`config.mk`:
```
export PLATFORM = sky130hd
export DESIGN_NAME = pipeControl
export DESIGN_NICKNAME = d
export VERILOG_FILES = /design/src/verilog/rvPkg.sv /design/src/verilog/pipeControl.sv
export SDC_FILE = /design/constraint.sdc
export NUM_CORES = 1
export LEC_CHECK = 0
export BUFFER_PORTS_ARGS = -buffer_cell sky130_fd_sc_hd__buf_2
export CAP_MARGIN = 10
export CELL_PAD_IN_SITES_DETAIL_PLACEMENT = 2
export CELL_PAD_IN_SITES_GLOBAL_PLACEMENT = 2
export CORE_AREA = 4 4 169 171
export DETAILED_ROUTE_END_ITERATION = 8
export DIE_AREA = 0 0 173 175
export PLACE_DENSITY = 0.91
export SYNTH_ARGS = -nofsm -noshare
export SYNTH_HDL_FRONTEND = slang
export SYNTH_SLANG_ARGS = --single-unit
```
`constraint.sdc`:
```
create_clock -name clk -period 2.6 [get_ports clk]
set_input_delay 0.13 -clock clk [delete_from_list [all_inputs] [get_ports clk]]
set_output_delay 0.13 -clock clk [all_outputs]
set_load 0.1 [all_outputs]
```
`src/verilog/rvPkg.sv`:
```
`default_nettype none

package rvPkg;

  ////////////////////
  // sizes
  ////////////////////
  localparam int XLEN           = 32;
  localparam int REG_BITS       = 5;
  localparam int SHAMT_BITS     = $clog2(XLEN);
  localparam int IMEM_WORDS     = 256;
  localparam int IMEM_ADDR_BITS = $clog2(IMEM_WORDS);
  localparam int DMEM_WORDS     = 256;
  localparam int DMEM_ADDR_BITS = $clog2(DMEM_WORDS);

  localparam logic [XLEN-1:0] INST_NOP = 32'h0000_0013; // addi x0, x0, 0

  // major opcodes that survive in this core
  typedef enum logic [6:0] {
    OPC_OP     = 7'b0110011,
    OPC_OP_IMM = 7'b0010011,
    OPC_LUI    = 7'b0110111,
    OPC_LOAD   = 7'b0000011,
    OPC_STORE  = 7'b0100011,
    OPC_BRANCH = 7'b1100011,
    OPC_JAL    = 7'b1101111
  } opcodeT;

  typedef enum logic [3:0] {
    ALU_ADD,
    ALU_SUB,
    ALU_AND,
    ALU_OR,
    ALU_XOR,
    ALU_SLT,
    ALU_SLTU,
    ALU_SLL,
    ALU_SRL,
    ALU_SRA,
    ALU_PASSB // lui
  } aluOpT;

  ////////////////////
  // instruction word
  ////////////////////
  typedef struct packed {
    logic [6:0]          funct7;
    logic [REG_BITS-1:0] rs2;
    logic [REG_BITS-1:0] rs1;
    logic [2:0]          funct3;
    logic [REG_BITS-1:0] rd;
    logic [6:0]          opcode;
  } rViewT;

  typedef struct packed {
    logic [11:0]         imm12;
    logic [REG_BITS-1:0] rs1;
    logic [2:0]          funct3;
    logic [REG_BITS-1:0] rd;
    logic [6:0]          opcode;
  } iViewT;

  // s, b and j immediates get pieced together from rView
  typedef union packed {
    rViewT rView;
    iViewT iView;
  } instT;

  typedef struct packed {
    aluOpT               aluOp;
    logic                bIsImm;
    logic                aIsPc;
    logic                memRead;
    logic                memWrite;
    logic                regWrite;
    logic                isBranch;
    logic                isJump;
    logic [2:0]          funct3;
    logic [REG_BITS-1:0] rd;
  } ctrlT;

  typedef enum logic [1:0] {
    FWD_REG,
    FWD_MEM,
    FWD_WB
  } fwdSelT;

  ////////////////////
  // stage registers
  ////////////////////
  typedef struct packed {
    logic                valid;
    logic [XLEN-1:0]     pc;
    ctrlT                ctrl;
    logic [REG_BITS-1:0] rs1;
    logic [REG_BITS-1:0] rs2;
    logic [XLEN-1:0]     rs1Val;
    logic [XLEN-1:0]     rs2Val;
    logic [XLEN-1:0]     imm;
  } idExT;

  typedef struct packed {
    logic            valid;
    logic [XLEN-1:0] pc;
    ctrlT            ctrl;
    logic [XLEN-1:0] aluRes;
    logic [XLEN-1:0] storeData;
  } exMemT;

  typedef struct packed {
    logic            taken;
    logic [XLEN-1:0] target;
  } redirectT;

  typedef struct packed {
    logic                valid;
    logic [XLEN-1:0]     pc;
    logic                regWrite;
    logic [REG_BITS-1:0] rd;
    logic [XLEN-1:0]     data;
  } retireT;

  typedef struct packed {
    logic                      we;
    logic [IMEM_ADDR_BITS-1:0] addr;
    logic [XLEN-1:0]           data;
  } progT;

endpackage

`default_nettype wire
```
`src/verilog/pipeControl.sv`:
```
`timescale 1ns/10ps
`default_nettype none

module pipeControl (
  input  logic            clk,
  input  logic            rst,
  input  rvPkg::instT     decInst,
  input  rvPkg::idExT     idEx,
  input  rvPkg::exMemT    exMem,
  input  rvPkg::retireT   wbRetire,
  input  rvPkg::redirectT redirect,
  output rvPkg::ctrlT     ctrl,
  output logic            stall,
  output logic            flush,
  output rvPkg::fwdSelT   fwdA,
  output rvPkg::fwdSelT   fwdB
);
  import rvPkg::*;

  logic immAlt;
  logic usesRs1;
  logic usesRs2;
  logic loadUse;
  logic squashD; // decode slot holds a flushed instruction

  function automatic aluOpT aluFromFunct(input logic [2:0] funct3, input logic alt);
    case (funct3)
      3'b000:  return alt ? ALU_SUB : ALU_ADD;
      3'b001:  return ALU_SLL;
      3'b010:  return ALU_SLT;
      3'b011:  return ALU_SLTU;
      3'b100:  return ALU_XOR;
      3'b101:  return alt ? ALU_SRA : ALU_SRL;
      3'b110:  return ALU_OR;
      default: return ALU_AND;
    endcase
  endfunction

  // memory stage first, it holds the younger result
  function automatic fwdSelT pickSrc(input logic [REG_BITS-1:0] rs, input exMemT mem,
                                     input retireT wb);
    if (rs == '0) return FWD_REG;
    if (mem.valid && mem.ctrl.regWrite && mem.ctrl.rd == rs) return FWD_MEM;
    if (wb.valid && wb.regWrite && wb.rd == rs) return FWD_WB;
    return FWD_REG;
  endfunction

  ////////////////////
  // decode
  ////////////////////
  assign immAlt = (decInst.iView.funct3 == 3'b101) && decInst.rView.funct7[5]; // srai

  always_comb begin
    ctrl        = '0;
    ctrl.funct3 = decInst.rView.funct3;
    ctrl.rd     = decInst.rView.rd;
    case (opcodeT'(decInst.rView.opcode))
      OPC_OP: begin
        ctrl.aluOp    = aluFromFunct(decInst.rView.funct3, decInst.rView.funct7[5]);
        ctrl.regWrite = 1'b1;
      end
      OPC_OP_IMM: begin
        ctrl.aluOp    = aluFromFunct(decInst.iView.funct3, immAlt);
        ctrl.bIsImm   = 1'b1;
        ctrl.regWrite = 1'b1;
      end
      OPC_LUI: begin
        ctrl.aluOp    = ALU_PASSB;
        ctrl.bIsImm   = 1'b1;
        ctrl.regWrite = 1'b1;
      end
      OPC_LOAD: begin
        ctrl.bIsImm   = 1'b1;
        ctrl.memRead  = 1'b1;
        ctrl.regWrite = 1'b1;
      end
      OPC_STORE: begin
        ctrl.bIsImm   = 1'b1;
        ctrl.memWrite = 1'b1;
      end
      OPC_BRANCH: ctrl.isBranch = 1'b1;
      OPC_JAL: begin
        ctrl.aIsPc    = 1'b1; // link value is pc + 4
        ctrl.bIsImm   = 1'b1;
        ctrl.isJump   = 1'b1;
        ctrl.regWrite = 1'b1;
      end
      default: ctrl.rd = '0; // unknown opcode acts as a nop
    endcase
  end

  ////////////////////
  // hazards
  ////////////////////
  assign usesRs1 = !(ctrl.aIsPc || ctrl.aluOp == ALU_PASSB);
  assign usesRs2 = !ctrl.bIsImm || ctrl.memWrite;

  assign loadUse = idEx.valid && idEx.ctrl.memRead && idEx.ctrl.rd != '0 &&
                   ((usesRs1 && decInst.rView.rs1 == idEx.ctrl.rd) ||
                    (usesRs2 && decInst.rView.rs2 == idEx.ctrl.rd));

  assign flush = redirect.taken;
  assign stall = loadUse && !flush && !squashD;

  always_ff @(posedge clk) begin
    if (rst) squashD <= 1'b0;
    else squashD <= flush;
  end

  assign fwdA = pickSrc(idEx.rs1, exMem, wbRetire);
  assign fwdB = pickSrc(idEx.rs2, exMem, wbRetire);

  // load data only exists in writeback, the stall must cover the gap
  noMemFwdOfLoad: assert property (
    @(posedge clk) disable iff (rst)
      (fwdA == FWD_MEM || fwdB == FWD_MEM) |-> !exMem.ctrl.memRead
  ) else $error("memory stage forward of a load");

  flushIsPulse: assert property (@(posedge clk) disable iff (rst) flush |=> !flush)
    else $error("flush held for two cycles");

endmodule

`default_nettype wire

```
==> impl_results.md, run 1 <==
- Outcome: finished clean
- Postcts setup bufs: 0
- Most flops, register: squashD
- Commonest non-fill, non-tap cell in the layout: buf_2
- Combinational cell fraction of total power: 0.931
- Placed Cells: ~530
- Net Sw Power: 0.143 mW
- P per Cell Area: between 100 and 150 nW/µm²
- Commonest cells after routing, fill and taps aside: 84 x buf_2, 18 x xnor2_1, 11 x xor2_1, 8 x nor2_1, 6 x nand2_1
- Startpoint Class: primary input
- Starting Density: 0.0304
- Worst Path Arrival: approximately 1.7 ns
- Area of the multi-input gates: just under 800 µm²
- Ys Warns: 0
- Setup TNS: 0 ns
- Internal: around 0.099 mW
- Cts hold-fix bufs: 0
- Gpl congestion: slightly above 0.7
- Wirelength, routed: roughly 4.7 mm
- Area Overhead vs Synth: 103%
- GRT overflow: 0
- Detailed Routing Iterations Pass 1: 3
- Avg Inst Size Synth: roughly 7.6 µm²
- Number of global-route vias before repair: roughly 1300
- Placeable Area: 26900 µm²
- Peak supply drop: just over 0.00004 V
- Final hold viol count: 0
- Top Registers: squashD: 1 flops
- Max reg flops: 1
- Busiest layer in global routing: met2
- CTS resizes: 0
- GR Util met2: 0.0532
- Critical Path RT: ~2.5 ns
- Pins Over Slew Limit: 0
- WHS: a little under 0.3 ns
- Relative slew slack: 0.632
- Tcrit/Tclk final: 0.691
- GR Layer Usage met1: 0.0310
- Syn Std Cell Area: around 800 µm²
- Post-synth ARST share: 0
- Storage element area: roughly 20 µm²
- Final setup viols: 0
- Antenna cell count: 0
- Clk pin slew, worst setup/hold paths: 0 ns
- Hold Path Class: in -> reg
- Sw frac: 0.591
- Unrepaired setup endpoints after global routing: no
- I/O pin cnt: 437
- Pin count of the biggest net entering global routing: 10
- Via density: approximately 2.2
- Post-DRT Antenna Nets: 0
- DR vias: around 1200
- GRT Total Usage: 0.0285
- Register area share after synthesis: 0.0245
- Seq pwr share: 0.069
- Actual slew at the worst max-slew pin: ~0.56 ns
- Final instance count without filler cells: 527
- Die H: around 180 µm
- Yosys cell types: 40
- Syn nets: slightly above 500
- Share of cells above drive strength 1: 0.570
- Static Leak: 0.622 nW
- Number of flops mapped to enable cells by yosys: 0
- DP HPWL: between 4 and 5 mm
- Max Fanout on Critical Path: 7
- Post-synthesis cell count: about 110
- Synth Flop Type: dfxtp_1
- Met3 GRT Util: 0.0143
- Fmax: ~560 MHz
- Antenna violations before repair: 2
- Die Area: slightly above 30000 µm²
- Core Rows: 60
- CP Capture Type: primary output
- Final nets: 600
- Fillcell total: around 3200
- Synthesized flop and latch total: 1
- Drt wl/cell: 8.85 µm
- Final min period: about 1.8 ns
- Worst setup path category: in -> out
- IO Port Bufs: between 80 and 90
- DR iter-0 viols: 17
- Clk network pwr share: 0
- Max-cap violations: 0
- First-pass GRT wire length: roughly 7.1 mm
- Width of the die: about 170 µm
- Total DRC errors in the routed layout: 0
-- per-stage QoR --
step / power, mW / setup WS [ns] / utilization / instance area, µm²
final: 0.242 / 0.803 / 0.0619 / 1660
after floorplan: 0.152 / 0.0191 / - / 853
after detailed placement: 0.244 / 0.777 / 0.0619 / 1660
after CTS: 0.245 / 0.773 / 0.0619 / 1660
after global placement: 0.234 / 0.783 / 0.0619 / 1660
after global routing: 0.260 / 0.690 / 0.0619 / 1660
-- metal layers --
metal | vias up | part of all wire
met5 | - | 0.0041
met3 | 4 | 0.14
met2 | 71 | 0.47
li1 | 550 | -
met4 | 4 | 0.0019
met1 | 543 | 0.38
-- critical path, cell delays in order --
cell      delay [ns]
buf_2           0.14
a21boi_2        0.17
or4b_4          0.52
nor2b_4         0.15
o21ai_2         0.08
buf_2           0.46
-- synthesized netlist by cell type (2+ instances only) --
| cell type | number | share of area |
|---|---|---|
| nor4_1 | 4 | 0.031 |
| nor2_1 | 8 | 0.037 |
| nand3_1 | 3 | 0.018 |
| nor2b_1 | 2 | 0.015 |
| nor3_1 | 5 | 0.031 |
| inv_1 | 3 | 0.014 |
| nand2_1 | 6 | 0.028 |
| or4_1 | 3 | 0.028 |
| nand4_1 | 4 | 0.031 |
| nor3b_2 | 5 | 0.076 |
| o21ai_1 | 2 | 0.012 |
| buf_4 | 5 | 0.046 |
| xnor2_1 | 18 | 0.19 |
| xor2_1 | 11 | 0.12 |
| o22a_1 | 2 | 0.021 |
| o21ai_2 | 2 | 0.021 |
-- cell families (layout without fill, tap and decap cells) --
| kind of cell | after synthesis | after routing | share of synthesized area |
|---|---|---|---|
| AOI/OAI and AO/OA | 15 | 15 | 0.148 |
| xor gates and xnor gates | 29 | 29 | 0.310 |
| buffers and inverters | 9 | 88 | 0.0642 |
| DFF | 1 | 1 | 0.0245 |
| muxes | 1 | 1 | 0.0122 |
| and+or+nand+nor | 52 | 52 | 0.440 |
-- power by group through the flow --
stage          logic [mW]  clock network, mW  registers, mW
2_1_floorplan       0.135                  0         0.0166
3_3_place_gp        0.218                  0         0.0167
3_5_place_dp        0.228                  0         0.0167
4_1_cts             0.228                  0         0.0167
5_1_grt             0.244                  0         0.0168
6_report            0.225                  0         0.0167
-- cell type report --
class / count / share of cell area
Multi-Input combinational cell: 97 / 0.470
Tap cell: 341 / 0.257
Sequential cell: 1 / 0.0120
Inverter: 4 / 0.00903
Timing Repair Buffer: 84 / 0.253
-- final timing paths --
kind                   start            endpoint  slack (ns)  depth (start not counted)
hold / removal           rst  squashD$_SDFF_PP0_        0.30                          2
setup / recovery  decInst[2]            ctrl[14]        0.80                          6
Note: power is estimated with default switching activity, not from simulation.
==> run 2, diff against run 1 <==
--- a/config.mk
+++ b/config.mk
@@ -12,7 +12,7 @@
 export CORE_AREA = 4 4 169 171
 export DETAILED_ROUTE_END_ITERATION = 8
 export DIE_AREA = 0 0 173 175
-export PLACE_DENSITY = 0.91
+export PLACE_DENSITY = 0.95
 export SYNTH_ARGS = -nofsm -noshare
 export SYNTH_HDL_FRONTEND = slang
 export SYNTH_SLANG_ARGS = --single-unit
==> constraint.sdc (replaced) <==
create_clock -name clk -period 1.6 [get_ports clk]
set_input_delay 0.08 -clock clk [delete_from_list [all_inputs] [get_ports clk]]
set_output_delay 0.08 -clock clk [all_outputs]
set_load 0.1 [all_outputs]
==> run 2 against run 1 <==
Via count is 2.6% lower; combinational power up 84%; worst setup slack worse by 0.71 ns; global-route usage rose by 0.52 points; die area unchanged; wire length grew 16%; design area rose by 25%; cell count rose by 1.3%; sequential power is 63% higher; utilization up 1.6 points; highest routed layer unchanged; largest power group unchanged; sequential cell count unchanged; critical endpoint is now fwdA[1].
==> impl_results.md, run 2 (synthesized netlist as in run 1, its figures left out) <==
- Outcome: finished clean
- Number of global-route vias before repair: roughly 1300
- Commonest cells after routing, fill and taps aside: 65 x buf_2, 19 x buf_12, 18 x xnor2_1, 11 x xor2_1, 7 x nor2_1
- Peak supply drop: roughly 0.000043 V
- Hold Path Class: in -> reg
- Actual slew at the worst max-slew pin: a little under 0.5 ns
- Post-DP Area: between 2000 and 2500 µm²
- Worst path slowest cell: or4_1
- Layout Utilization: 0.0775
- Max reg flops: 1
- Clk pin slew, worst setup/hold paths: 0 ns
- GR Layer Usage met1: 0.0352
- Detailed Routing Iterations Pass 1: 2
- Antenna violations before repair: 4
- Final setup viols: 0
- Min-delay src: rst
- Cell Chain, Critical Path: buf_2, or4_1, nor2_1, nor4_1, o31a_1, buf_12
- IO Port Bufs: 84
- Placeable Area: 26900 µm²
- P per Cell Area: between 200 and 250 nW/µm²
- DP HPWL: between 5 and 6 mm
- Max-cap violations: 0
- Area Overhead vs Synth: 155%
- Cts hold-fix bufs: 0
- Startpoint Class: primary input
- Fillcell total: ~3200
- Wirelength, routed: roughly 5.4 mm
- DR iter-0 viols: 13
- CP Capture Type: primary output
- Post-DRT Antenna Nets: 0
- GRT overflow: 0
- Width of the die: around 170 µm
- I/O pin cnt: 437
- Design area: ~2100 µm²
- Worst Path Arrival: 1.43 ns
- Drt wl/cell: 10.1 µm
- Postcts setup bufs: 0
- DR vias: about 1100
- Top Registers: squashD: 1 flops
- Setup ws final: 0.0900 ns
- Pins Over Slew Limit: 0
- Static Leak: 0.708 nW
- Setup WS pre-CTS: ~0.091 ns
- Met3 GRT Util: 0.0138
- Tcrit/Tclk final: 0.944
- Die H: between 150 and 200 µm
- Most flops, register: squashD
- Final hold viol count: 0
- Pin count of the biggest net entering global routing: 9
- Commonest non-fill, non-tap cell in the layout: buf_2
- Gpl congestion: 0.721
- Final nets: ~600
- Critical Path RT: between 1.5 and 2 ns
- Core Rows: 60
- WHS Path Cells: 2
- Final min period: 1.51 ns
- Total DRC errors in the routed layout: 0
- Final instance count without filler cells: between 500 and 600
- CTS resizes: 0
- Fmax: ~660 MHz
- Placed Cells: 530
- Busiest layer in global routing: met2
- First-pass GRT wire length: 8.14 mm
- Share of cells above drive strength 1: 0.608
- Max Fanout on Critical Path: 4
- Unrepaired setup endpoints after global routing: no
- GRT Total Usage: 0.0337
- Via density: between 2 and 2.5
- Starting Density: 0.0304
- GR Util met2: 0.0669
- Worst setup path category: in -> out
- Crit path largest cell delay: between 0.5 and 0.6 ns
- Relative slew slack: 0.671
- WHS Endpoint: squashD$_SDFF_PP0_
- Die Area: around 30000 µm²
## run 2: cell count changes in the layout (fill, tap and decap cells not counted), moves of 2 or more
cell | before | now
buf_12 | 0 | 19
buf_2 | 84 | 65
buf_4 | 0 | 3
diode_2 | 0 | 4
nor3_4 | 0 | 2
nor4_2 | 3 | 0
nor4_4 | 0 | 3
## run 2: per-stage QoR
stage               power (mW)  hold slack, ns  TNS [ns]
global placement         0.432           0.244         0
detailed placement       0.447           0.255         0
finish                   0.441           0.246         0
global route             0.476           0.260         0
CTS                      0.448           0.251         0
floorplan                0.263           0.152     -2.18
## run 2: cell type report
cell class	instances	area (µm²)	area share
sequential	1	20.0	0.00961
inverter	4	15.0	0.00721
timing repair buffer	87	728	0.350
antenna	4	10.0	0.00480
tap	341	427	0.205
multi-input combinational	97	883	0.424
## run 2: per-layer routing
metal | wire [µm] | up-vias
met1 | 1970 | 528
li1 | - | 562
met2 | 2910 | 44
met5 | 27 | -
met4 | 6 | 4
met3 | 484 | 4
## run 2: report_power, final
part	total (mW)	internal, mW	switching (mW)
Combinational	0.414	0.159	0.255
Clock	0.000000335	0.000000335	0
Sequential	0.0272	0.0268	0.000378
## run 2: worst max-delay path by stage
stage / from / end / cells past startpoint / slack [ns]
finish: idEx[102] / fwdA[1] / 6 / 0.09
global route: decInst[4] / ctrl[1] / 6 / 0.03
CTS: decInst[2] / ctrl[14] / 6 / 0.08
detailed placement: decInst[2] / ctrl[14] / 6 / 0.09
global placement: decInst[2] / ctrl[14] / 6 / 0.11
floorplan: decInst[4] / ctrl[1] / 4 / -0.39
## run 2: worst max-delay path: cells and delay by family
family | cells | cell delay [ns]
AND/OR/NAND/NOR | 3 | 0.88
buffers and inverters | 2 | 0.31
AO/OA/AOI/OAI | 1 | 0.15
